`config.mk`:
```
export PLATFORM = sky130hd
export DESIGN_NAME = axi_pr_queue
export DESIGN_NICKNAME = d
export VERILOG_FILES = /design/src/pr_queue_pkg.sv /design/src/pr_fifo_if.sv /design/src/pr_write_decode.sv /design/src/pr_request_fifo.sv /design/src/pr_read_result.sv /design/src/axi_pr_queue.sv
export SDC_FILE = /design/constraint.sdc
export NUM_CORES = 1
export LEC_CHECK = 0
export BUFFER_PORTS_ARGS = -buffer_cell sky130_fd_sc_hd__buf_2
export CORE_UTILIZATION = 45
export CTS_CLUSTER_SIZE = 16
export DETAILED_ROUTE_END_ITERATION = 7
export GPL_TIMING_DRIVEN = 0
export PLACE_DENSITY_LB_ADDON = 0.2
export SLEW_MARGIN = 10
export SYNTH_ARGS = -nofsm -noshare
export SYNTH_HDL_FRONTEND = slang
export SYNTH_HIERARCHICAL = 1
export SYNTH_SLANG_ARGS = --single-unit
```
`constraint.sdc`:
```
create_clock -name s_axi_aclk -period 7.4 [get_ports s_axi_aclk]
set_clock_uncertainty 0.1 [all_clocks]
set_input_delay 0.74 -clock s_axi_aclk [delete_from_list [all_inputs] [get_ports s_axi_aclk]]
set_output_delay 0.74 -clock s_axi_aclk [all_outputs]
set_load 0.01 [all_outputs]
```
`src/pr_queue_pkg.sv`:
```
package pr_queue_pkg;

    // ####################
    // Request fields
    // ####################

    localparam int GRID_SLOT_W = 6;                    // 64 grid slots
    localparam int OU_ID_W = 3;
    localparam int PR_REQUEST_W = OU_ID_W + GRID_SLOT_W;

    typedef logic [GRID_SLOT_W-1:0] grid_slot_t;
    typedef logic [OU_ID_W-1:0] ou_id_t;

    // OU id on top, grid slot below, same order as the bus word
    typedef logic [PR_REQUEST_W-1:0] pr_request_t;

    // ####################
    // Bus types
    // ####################

    typedef logic [1:0] axi_addr_t;                    // Word index
    typedef logic [31:0] axi_data_t;

    // ####################
    // Register map
    // ####################

    localparam axi_addr_t ENQUEUE_ADDR = 2'd1;         // Write side
    localparam axi_addr_t PEEK_ADDR = 2'd1;            // Read side, head stays
    localparam axi_addr_t POP_ADDR = 2'd2;             // Read side, head removed

    localparam int DEFAULT_QUEUE_DEPTH = 8;

endpackage

```
`src/pr_fifo_if.sv`:
```
`timescale 1ns/100ps

interface pr_fifo_if;
    import pr_queue_pkg::*;

    logic push;
    pr_request_t push_data;
    logic credit_return;                               // One pulse per removed entry
    logic head_valid;
    pr_request_t head_data;
    logic pop;

    modport writer (
        output push,
        output push_data,
        input  credit_return
    );

    modport queue (
        input  push,
        input  push_data,
        input  pop,
        output credit_return,
        output head_valid,
        output head_data
    );

    modport reader (
        input  head_valid,
        input  head_data,
        output pop
    );

endinterface

```
`src/pr_write_decode.sv`:
```
`timescale 1ns/100ps

module pr_write_decode #(
    parameter int QUEUE_DEPTH = pr_queue_pkg::DEFAULT_QUEUE_DEPTH
) (
    input  logic                    s_axi_aclk,
    input  logic                    s_axi_aresetn,
    input  pr_queue_pkg::axi_addr_t awaddr,
    input  logic                    awvalid,
    output logic                    awready,
    input  pr_queue_pkg::axi_data_t wdata,
    input  logic                    wvalid,
    output logic                    wready,
    output logic                    bvalid,
    input  logic                    bready,
    pr_fifo_if.writer               fifo
);
    import pr_queue_pkg::*;

    localparam int CREDIT_W = $clog2(QUEUE_DEPTH + 1);

    typedef enum logic [1:0] {
        W_ADDR,
        W_DATA,
        W_RESP
    } wstate_t;

    wstate_t wstate;
    logic [CREDIT_W-1:0] credits;
    logic credit_avail;
    grid_slot_t wr_slot;
    ou_id_t wr_ou;

    assign credit_avail = (credits != '0);
    assign wr_slot = wdata[GRID_SLOT_W-1:0];
    assign wr_ou = wdata[GRID_SLOT_W +: OU_ID_W];      // Upper data bits dropped

    // ####################
    // Write channel FSM
    // ####################

    always_ff @(posedge s_axi_aclk) begin
        if (s_axi_aresetn) begin
            wstate <= W_ADDR;
            awready <= 1'b0;
            wready <= 1'b0;
            bvalid <= 1'b0;
            fifo.push <= 1'b0;
        end else begin
            awready <= 1'b0;
            wready <= 1'b0;
            fifo.push <= 1'b0;
            case (wstate)
                W_ADDR: begin
                    // Other addresses are left hanging
                    if (awvalid && (awaddr == ENQUEUE_ADDR) && credit_avail) begin
                        awready <= 1'b1;
                        wstate <= W_DATA;
                    end
                end
                W_DATA: begin
                    if (wvalid) begin
                        wready <= 1'b1;
                        fifo.push <= 1'b1;
                        wstate <= W_RESP;
                    end
                end
                W_RESP: begin
                    if (!bvalid) begin
                        bvalid <= 1'b1;                // Always OKAY
                    end else if (bready) begin
                        bvalid <= 1'b0;
                        wstate <= W_ADDR;
                    end
                end
                default: wstate <= W_ADDR;
            endcase
        end
    end

    always_ff @(posedge s_axi_aclk) begin
        if ((wstate == W_DATA) && wvalid) begin
            fifo.push_data <= {wr_ou, wr_slot};
        end
    end

    // ####################
    // Credit counter
    // ####################

    always_ff @(posedge s_axi_aclk) begin
        if (s_axi_aresetn) begin
            credits <= CREDIT_W'(QUEUE_DEPTH);         // Queue starts empty
        end else begin
            case ({fifo.push, fifo.credit_return})
                2'b10:   credits <= credits - 1'b1;
                2'b01:   credits <= credits + 1'b1;
                default: credits <= credits;           // Both or neither
            endcase
        end
    end

    assert property (@(posedge s_axi_aclk) disable iff (s_axi_aresetn)
        credits <= CREDIT_W'(QUEUE_DEPTH))
        else $error("credit count above queue depth");

    assert property (@(posedge s_axi_aclk) disable iff (s_axi_aresetn)
        fifo.push |-> credit_avail)
        else $error("push issued with no credit left");

endmodule

```
`src/pr_request_fifo.sv`:
```
`timescale 1ns/100ps

module pr_request_fifo #(
    parameter int QUEUE_DEPTH = pr_queue_pkg::DEFAULT_QUEUE_DEPTH
) (
    input  logic      s_axi_aclk,
    input  logic      s_axi_aresetn,
    pr_fifo_if.queue  fifo
);
    import pr_queue_pkg::*;

    localparam int PTR_W = $clog2(QUEUE_DEPTH);
    localparam int COUNT_W = $clog2(QUEUE_DEPTH + 1);

    pr_request_t mem [QUEUE_DEPTH];
    logic [PTR_W-1:0] wr_ptr;
    logic [PTR_W-1:0] rd_ptr;
    logic [COUNT_W-1:0] count;
    logic do_pop;

    // Wraps for depths that are not a power of two
    function automatic logic [PTR_W-1:0] next_ptr(input logic [PTR_W-1:0] ptr);
        if (ptr == PTR_W'(QUEUE_DEPTH - 1)) begin
            return '0;
        end
        return ptr + 1'b1;
    endfunction

    assign do_pop = fifo.pop && fifo.head_valid;
    assign fifo.head_valid = (count != '0);
    assign fifo.head_data = mem[rd_ptr];
    assign fifo.credit_return = do_pop;                // Same cycle as the pop

    // ####################
    // Storage
    // ####################

    always_ff @(posedge s_axi_aclk) begin
        if (fifo.push) begin
            mem[wr_ptr] <= fifo.push_data;
        end
    end

    always_ff @(posedge s_axi_aclk) begin
        if (s_axi_aresetn) begin
            wr_ptr <= '0;
            rd_ptr <= '0;
            count <= '0;
        end else begin
            if (fifo.push) begin
                wr_ptr <= next_ptr(wr_ptr);
            end
            if (do_pop) begin
                rd_ptr <= next_ptr(rd_ptr);
            end
            case ({fifo.push, do_pop})
                2'b10:   count <= count + 1'b1;
                2'b01:   count <= count - 1'b1;
                default: count <= count;
            endcase
        end
    end

    assert property (@(posedge s_axi_aclk) disable iff (s_axi_aresetn)
        fifo.push |-> (count != COUNT_W'(QUEUE_DEPTH)))
        else $error("push into a full request queue");

    assert property (@(posedge s_axi_aclk) disable iff (s_axi_aresetn)
        fifo.pop |-> (count != '0))
        else $error("pop from an empty request queue");

endmodule

```
`src/pr_read_result.sv`:
```
`timescale 1ns/100ps

module pr_read_result (
    input  logic                    s_axi_aclk,
    input  logic                    s_axi_aresetn,
    input  pr_queue_pkg::axi_addr_t araddr,
    input  logic                    arvalid,
    output logic                    arready,
    output pr_queue_pkg::axi_data_t rdata,
    output logic                    rvalid,
    input  logic                    rready,
    pr_fifo_if.reader               fifo
);
    import pr_queue_pkg::*;

    typedef enum logic [1:0] {
        R_ADDR,
        R_CAPTURE,
        R_DATA
    } rstate_t;

    rstate_t rstate;
    logic pop_req;                                     // Set for a pop, clear for a peek

    // ####################
    // Read channel FSM
    // ####################

    always_ff @(posedge s_axi_aclk) begin
        if (s_axi_aresetn) begin
            rstate <= R_ADDR;
            arready <= 1'b0;
            rvalid <= 1'b0;
            pop_req <= 1'b0;
            fifo.pop <= 1'b0;
        end else begin
            arready <= 1'b0;
            fifo.pop <= 1'b0;
            case (rstate)
                R_ADDR: begin
                    // Empty queue leaves the address waiting
                    if (arvalid && fifo.head_valid) begin
                        arready <= 1'b1;
                        pop_req <= (araddr == POP_ADDR);
                        rstate <= R_CAPTURE;
                    end
                end
                R_CAPTURE: begin
                    rvalid <= 1'b1;
                    fifo.pop <= pop_req;
                    rstate <= R_DATA;
                end
                R_DATA: begin
                    if (rready) begin
                        rvalid <= 1'b0;
                        rstate <= R_ADDR;
                    end
                end
                default: rstate <= R_ADDR;
            endcase
        end
    end

    always_ff @(posedge s_axi_aclk) begin
        if (rstate == R_CAPTURE) begin
            rdata <= axi_data_t'(fifo.head_data);      // Zero-extended
        end
    end

    assert property (@(posedge s_axi_aclk) disable iff (s_axi_aresetn)
        (rvalid && !rready) |=> (rvalid && $stable(rdata)))
        else $error("read data changed before the handshake");

endmodule

```
`src/axi_pr_queue.sv`:
```
`timescale 1ns/100ps

module axi_pr_queue #(
    parameter int QUEUE_DEPTH = pr_queue_pkg::DEFAULT_QUEUE_DEPTH
) (
    input  logic                    s_axi_aclk,
    input  logic                    s_axi_aresetn,
    input  pr_queue_pkg::axi_addr_t s_axi_awaddr,
    input  logic                    s_axi_awvalid,
    output logic                    s_axi_awready,
    input  pr_queue_pkg::axi_data_t s_axi_wdata,
    input  logic                    s_axi_wvalid,
    output logic                    s_axi_wready,
    output logic                    s_axi_bvalid,
    input  logic                    s_axi_bready,
    input  pr_queue_pkg::axi_addr_t s_axi_araddr,
    input  logic                    s_axi_arvalid,
    output logic                    s_axi_arready,
    output pr_queue_pkg::axi_data_t s_axi_rdata,
    output logic                    s_axi_rvalid,
    input  logic                    s_axi_rready,
    output logic                    pr_request_pending
);

    pr_fifo_if fifo_if ();

    pr_write_decode #(
        .QUEUE_DEPTH(QUEUE_DEPTH)
    ) u_write_decode (
        .s_axi_aclk    (s_axi_aclk),
        .s_axi_aresetn (s_axi_aresetn),
        .awaddr        (s_axi_awaddr),
        .awvalid       (s_axi_awvalid),
        .awready       (s_axi_awready),
        .wdata         (s_axi_wdata),
        .wvalid        (s_axi_wvalid),
        .wready        (s_axi_wready),
        .bvalid        (s_axi_bvalid),
        .bready        (s_axi_bready),
        .fifo          (fifo_if.writer)
    );

    pr_request_fifo #(
        .QUEUE_DEPTH(QUEUE_DEPTH)
    ) u_request_fifo (
        .s_axi_aclk    (s_axi_aclk),
        .s_axi_aresetn (s_axi_aresetn),
        .fifo          (fifo_if.queue)
    );

    pr_read_result u_read_result (
        .s_axi_aclk    (s_axi_aclk),
        .s_axi_aresetn (s_axi_aresetn),
        .araddr        (s_axi_araddr),
        .arvalid       (s_axi_arvalid),
        .arready       (s_axi_arready),
        .rdata         (s_axi_rdata),
        .rvalid        (s_axi_rvalid),
        .rready        (s_axi_rready),
        .fifo          (fifo_if.reader)
    );

    assign pr_request_pending = fifo_if.head_valid;    // To the reconfiguration controller

endmodule

```
Word level (Yosys, flattened, before mapping)
Memories as Yosys holds them, arrays and structs flattened. A register that Yosys moved wholly into a read port is not among the register bits.
Cells that the tools add are included.
- logic and storage cells: 89
- output and inout port bits: 38
- memory bits (writable): 72
- register bits: 34
- memories kept: 1
- input port bits: 43
- bitwise operators: 4
- multiplexer cells: 29
- eq/ne operators: 16
- reduce and logical (&&, ||, !) cells: 19
- add/subtract/negate cells: 6
- memory list (memory ; words ; bits a word ; rd ports ; clocked after Yosys merged registers in ; wr ports ; line ; RTL):
    u_request_fifo.mem ; 8 ; 9 ; 1 ; 1 ; 1 ; pr_request_fifo.sv:15 ; pr_request_t mem [QUEUE_DEPTH];
- operators by type and width (cell ; count):
    4-bit case mux with 2 select lines ; 2
    1-bit two-way mux ; 14
    2-bit two-way mux ; 6
    3-bit two-way mux ; 4
    2-bit case mux with 3 select lines ; 2
    4-bit by 1-bit adder with 4-bit output (second input constant) ; 2
    2-bit by 1-bit == test with 1-bit output (second input constant) ; 4
    2-bit == test (second input constant) ; 4
    4-bit nonzero test ; 2
    2-bit OR reduction ; 4
    4-bit by 1-bit subtractor with 4-bit output (second input constant) ; 2
    3-bit by 1-bit adder with 3-bit output (second input constant) ; 2
    3-bit == test (second input constant) ; 2
    2-bit by 1-bit != test with 1-bit output (second input constant) ; 3
    2-bit != test (second input constant) ; 3
    2-bit AND reduction ; 3
    1-bit logical AND ; 5
    2-bit logical NOT ; 2
    1-bit inverter ; 4
    4-bit AND reduction ; 1
    2-bit nonzero test ; 2
    1-bit case mux with 2 select lines ; 1

Longest topological paths before layout
- depth in word-level cells: 5
- gate-level depth with buffers: 10
- depth with buffers taken out: 10

Modules after synthesis
Netlist, hierarchy kept.
- by module, submodules not included (module ; instances ; cells each ; sequential area each (µm²) ; area an instance (µm²)):
    pr_request_fifo ; 1 ; 178 ; 2422.3 ; 3432.0
    pr_write_decode ; 1 ; 57 ; 450.4 ; 709.4
    pr_read_result ; 1 ; 54 ; 390.4 ; 659.4

Least setup slack after synthesis
OpenSTA, ideal clock, no wires.
- path kind: reg2reg
- start: register u_request_fifo.count[1]
- end: register u_request_fifo.count[2]
- buffers on the path: 0
- period minus slack after synthesis: 2505 ps
- setup slack: 4895 ps
- library setup time: 71 ps
- stages on the path, launching flop included: 11
- data required time: 7229 ps
- arrival: 2334 ps
- cell sequence: dfxtp_1 or4_4 nand2_1 inv_1 ha_1 xor2_1 ha_1 a21oi_1 xor2_1 or3_1 a21oi_1
- longest elaborated chain between the ends: 4
- elaborated cells between the ends (all ways): 8
- classes of those cells: 2 x add/sub; 2 x eq/ne; 1 x mux; 3 x reduce/logical
- ends and longest elaborated chain (element ; line ; RTL):
    from (decl) ; pr_request_fifo.sv:18 ; logic [COUNT_W-1:0] count;
    from (signal assigned) ; pr_request_fifo.sv:57 ; 2'b10: count <= count + 1'b1;
    from (signal assigned) ; pr_request_fifo.sv:58 ; 2'b01: count <= count - 1'b1;
    from (signal assigned) ; pr_request_fifo.sv:59 ; default: count <= count;
    4-bit nonzero test (*) ; pr_request_fifo.sv:30 ; assign fifo.head_valid = (count != '0);
    named net pr_request_pending ; axi_pr_queue.sv:22 ; output logic pr_request_pending
    1-bit logical AND (*) ; pr_request_fifo.sv:29 ; assign do_pop = fifo.pop && fifo.head_valid;
    named net fifo_if.credit_return ; pr_fifo_if.sv:8 ; logic credit_return;
    2-bit by 1-bit == test with 1-bit output or 2-bit == test (tied branches) ; pr_request_fifo.sv:56 ; case ({fifo.push, do_pop})
    4-bit case mux with 2 select lines or 2-bit nonzero test (tied branches) ; - ;
Mark *: on every way through the listed nets, which the timed path passes. The rest lies on a longest branch.
A chain may end at the register's enable or synchronous reset.

Final worst setup path
- start: register u_request_fifo.count[1]
- end: register u_write_decode.credits[3]
- longest elaborated chain between the ends: 4
- elaborated cells between the ends (all ways): 6
- classes of those cells: 2 x eq/ne; 1 x mux; 3 x reduce/logical
- ends and longest elaborated chain (element ; line ; RTL):
    4-bit nonzero test (*) ; pr_request_fifo.sv:30 ;
    1-bit logical AND (*) ; pr_request_fifo.sv:29 ;
    named net fifo_if.credit_return ; pr_fifo_if.sv:8 ;
    2-bit by 1-bit == test with 1-bit output or 2-bit == test (tied branches) ; pr_write_decode.sv:95 ; case ({fifo.push, fifo.credit_return})
    4-bit case mux with 2 select lines or 2-bit nonzero test (tied branches) ; - ;
    to (signal assigned) ; pr_write_decode.sv:96 ; 2'b10: credits <= credits - 1'b1;
    to (signal assigned) ; pr_write_decode.sv:97 ; 2'b01: credits <= credits + 1'b1;
    to (signal assigned) ; pr_write_decode.sv:98 ; default: credits <= credits;
    to (decl) ; pr_write_decode.sv:29 ; logic [CREDIT_W-1:0] credits;
Marked as above.

==> results.yml <==
outcome:
  status: "completed"
floorplanning:
  core_mm2: 0.0103
  dieArea_mm2: 0.0111
  dieWidth_um: 105
  die_h_um: 105
  rows: 37
  ios: 81
  initial_core_util_pct: 46.5
yosys:
  synth_top_family_by_area: "multiplexers"
  synth.yosys.warnings: 6
  yosysSeqAreaShare_pct: 68.0
  synth.avg_cell_area_um2: 16.6
  synthesis.area_mm2: 0.00480
  synthMuxAreaShare_pct: 13.7
  yosysUniqueCellTypes: 37
  synth_fa_ha_area_share_pct: 3.02
  synthTopCellsByArea: "edfxtp_1 (56%), dfxtp_1 (12%), mux4_1 (9.9%), buf_4 (3.8%), ha_1 (2.6%)"
  synth-simple-area-share_pct: 6.41
  ys_ff_latch: 118
  synth_top_area_share_pct: 56.3
  synth_ff_type: "edfxtp_1"
  async_reset_ff_share_pct: 0
  synth_edf_count: 90
  synth-xor-area-share_pct: 0.912
  netlist.top_cell.by_area: "edfxtp_1"
  synth_compound_area_share_pct: 2.48
  postSynthCellCount: 289
setup_path:
  start_kind: "flop"
  crit_type: "flop to flop"
  worstPathRequired_ns: 7.73
  ff2ff_setup_slack_ns: 4.65
  endpoint_kind: "flop"
  r2r-start: "u_request_fifo/count[1]$_SDFFE_PP0P_"
  reg2reg_to: "u_write_decode/credits[3]$_SDFFE_PP1P_"
  cp.arrival_ns: 3.08
  worstRegToRegCells: 10
  crit_path_max_fanout: 6
global_route:
  antenna_found_initial: 0
  grt_overflow: 0
  grt_max_degree: 17
  grt_pass1_vias: 2402
  track_usage_pct: 15.3
  grt_pass1_wl_um: 12200
power_and_ir_drop:
  powerDensity_mw_per_mm2: 263
  p_total_mw: 1.53
  leakage_nw: 2.19
  peakVddDrop_mv: 0.156
timing:
  setup_ws_ns: 4.65
  min_period_ns: 2.75
  fin_setup_tns_ns: 0
  slew_violations: 0
  final-hold-violation-count: 0
  hold_slack_ns: 0.306
  rsz0062_at_grt: "no"
  finalSetupViolations: 0
  finalCritPeriodShare_pct: 37.1
  max_slew.worst_pin.slew_ns: 1.16
  slew_headroom_pct: 22.3
  max_freq_mhz: 364
place:
  place_congestion: 0.700
  hpwlAfterDp_um: 4860
  portBuffers: 34
  pre_cts_slack_ns: 4.70
  dp_cells: 483
  dpl-instance-area_mm2: 0.00525
routing:
  wl_um: 7810
  drt_iter0_markers: 113
  drt-wirelength-per-cell_um: 15.2
  vias_per_cell: 4.91
  dr_total_vias: 2529
  dr.pass1.iters: 4
  antenna_left: 0
  drc: 0
final_layout:
  n_antenna_cell: 0
  fin_util_pct: 56.5
  area_delta_synth_final_pct: 21.4
  final_area_mm2: 0.00583
  final_cells: 515
  nets: 420
  fillers: 800
  drive_gt1_share_pct: 29.0
clocking:
  cts_htree_levels: 4
  cts_setup_buffers: 0
  clockRootBuffer: "clkbuf_8"
  cts_made_buffers: 17
  hold_buffers: 0
  cts_tree: "done"
  path_clk_slew_ns: 0.06
  cts_sinks: 118
  clk_path_buf_depth: 2
  cts_resized: 0
  clock_latency_ns: 0.50
flow_run:
  max-cap-violations: 0
hold_path:
  hold_path.class: "primary input to flop"
  hold_depth: 1
  worstHoldStart: "s_axi_wdata[3]"
  whs_endpoint: "u_write_decode/fifo.push_data[3]$_DFFE_PP_"
==> cells by family after synthesis <==
logic type,count (synthesis)
muxes,35
and+or+nand+nor,59
other,1
DFF,118
xor gates and xnor gates,5
adders and majority gates,11
AOI/OAI and AO/OA,21
buffers and inverters,39
==> worst max-delay path by stage <==
stage / start / end / slack [ns] / depth (start not counted)
after floorplan: u_request_fifo/count[1]$_SDFFE_PP0P_ / u_request_fifo/count[2]$_SDFFE_PP0P_ / 4.89 / 10
after global placement: u_request_fifo/count[1]$_SDFFE_PP0P_ / u_request_fifo/count[2]$_SDFFE_PP0P_ / 4.74 / 10
after detailed placement: u_request_fifo/count[1]$_SDFFE_PP0P_ / u_request_fifo/count[2]$_SDFFE_PP0P_ / 4.70 / 10
after CTS: u_request_fifo/count[1]$_SDFFE_PP0P_ / u_request_fifo/count[2]$_SDFFE_PP0P_ / 4.67 / 10
after global routing: u_request_fifo/count[1]$_SDFFE_PP0P_ / u_write_decode/credits[3]$_SDFFE_PP1P_ / 4.45 / 10
final: u_request_fifo/count[1]$_SDFFE_PP0P_ / u_write_decode/credits[3]$_SDFFE_PP1P_ / 4.65 / 10
==> worst max-delay path: stages (launching register included) <==
cell and delay [ns]:
dfxtp_1 0.36, or4_4 0.59, nand2_1 0.19, inv_1 0.11
ha_1 0.21, inv_1 0.14, ha_1 0.29, a21oi_1 0.18
a211oi_1 0.09, a31oi_1 0.20, mux2i_1 0.21
==> placed cells by master, fill, tap and decap left out, types with 2 or more instances in the layout <==
cell type,n
buf_4,26
edfxtp_1,90
nand3_1,4
xor2_1,4
dfxtp_1,28
conb_1,23
clkinv_4,3
a211o_1,2
nor2b_1,6
mux4_1,18
ha_1,10
clkbuf_16,16
inv_6,7
nand2_1,7
bufinv_16,2
clkbuf_1,4
nor2_1,24
or3_1,3
clkinvlp_4,2
inv_1,7
buf_2,35
o21ai_0,3
a21oi_1,13
nor3_2,3
nand2b_1,4
mux2_2,11
mux2i_1,6
nor4_1,2
a211oi_1,2
==> synth_stat cells (2+ instances only) <==
cell type and instances:
xor2_1 4, mux2_2 11, nor2b_1 6, buf_4 24, nor2_1 24, dfxtp_1 28, nor3_1 2, ha_1 10
a211o_1 2, o21ai_0 3, nand2_1 7, edfxtp_1 90, nor4_1 2, nand3_1 4, or3_1 3, clkbuf_1 4
a21oi_1 13, mux2i_1 6, nand2b_1 4, a211oi_1 2, inv_1 7, mux4_1 18
==> registers in the layout, indices dropped and copies added (netlist names), named ones only <==
| name | flops |
|---|---|
| u_read_result/rdata | 9 |
| u_read_result/rstate | 2 |
| u_read_result/rvalid | 1 |
| u_request_fifo/count | 4 |
| u_read_result/pop_req | 1 |
| u_request_fifo/rd_ptr | 3 |
| u_write_decode/fifo.push_data | 9 |
| u_write_decode/wstate | 2 |
| u_write_decode/bvalid | 1 |
| u_write_decode/credits | 4 |
| u_request_fifo/mem | 72 |
| u_write_decode/awready | 1 |
| u_request_fifo/wr_ptr | 3 |
| u_write_decode/wready | 1 |
| u_read_result/fifo.pop | 1 |
| u_read_result/arready | 1 |
==> routing by layer <==
metal / vias up / track usage [%] / wire, um
met2: 58 / 23.4 / 3740
met4: 0 / 6.64 / 122
met1: 1235 / 19.8 / 3680
li1: 1223 / - / -
met5: - / 0 / 0
met3: 13 / 5.19 / 267
==> cell type report <==
cell class / count / area [um^2] / area share [%]
multi-input combinational: 154 / 1370 / 23.5
timing repair buffer: 36 / 185 / 3.18
sequential: 118 / 3260 / 56.0
clock buffer: 17 / 414 / 7.10
buffer: 32 / 235 / 4.04
clock inverter: 15 / 166 / 2.85
inverter: 7 / 26.3 / 0.451
tap: 136 / 170 / 2.92
==> where the power goes <==
part / switching, mW / internal (mW) / leakage [nW]
Clock: 0.302 / 0.486 / 0.279
Combinational: 0.0152 / 0.0158 / 0.880
Sequential: 0.00282 / 0.709 / 1.04
Power figures use the tool's default switching activity.
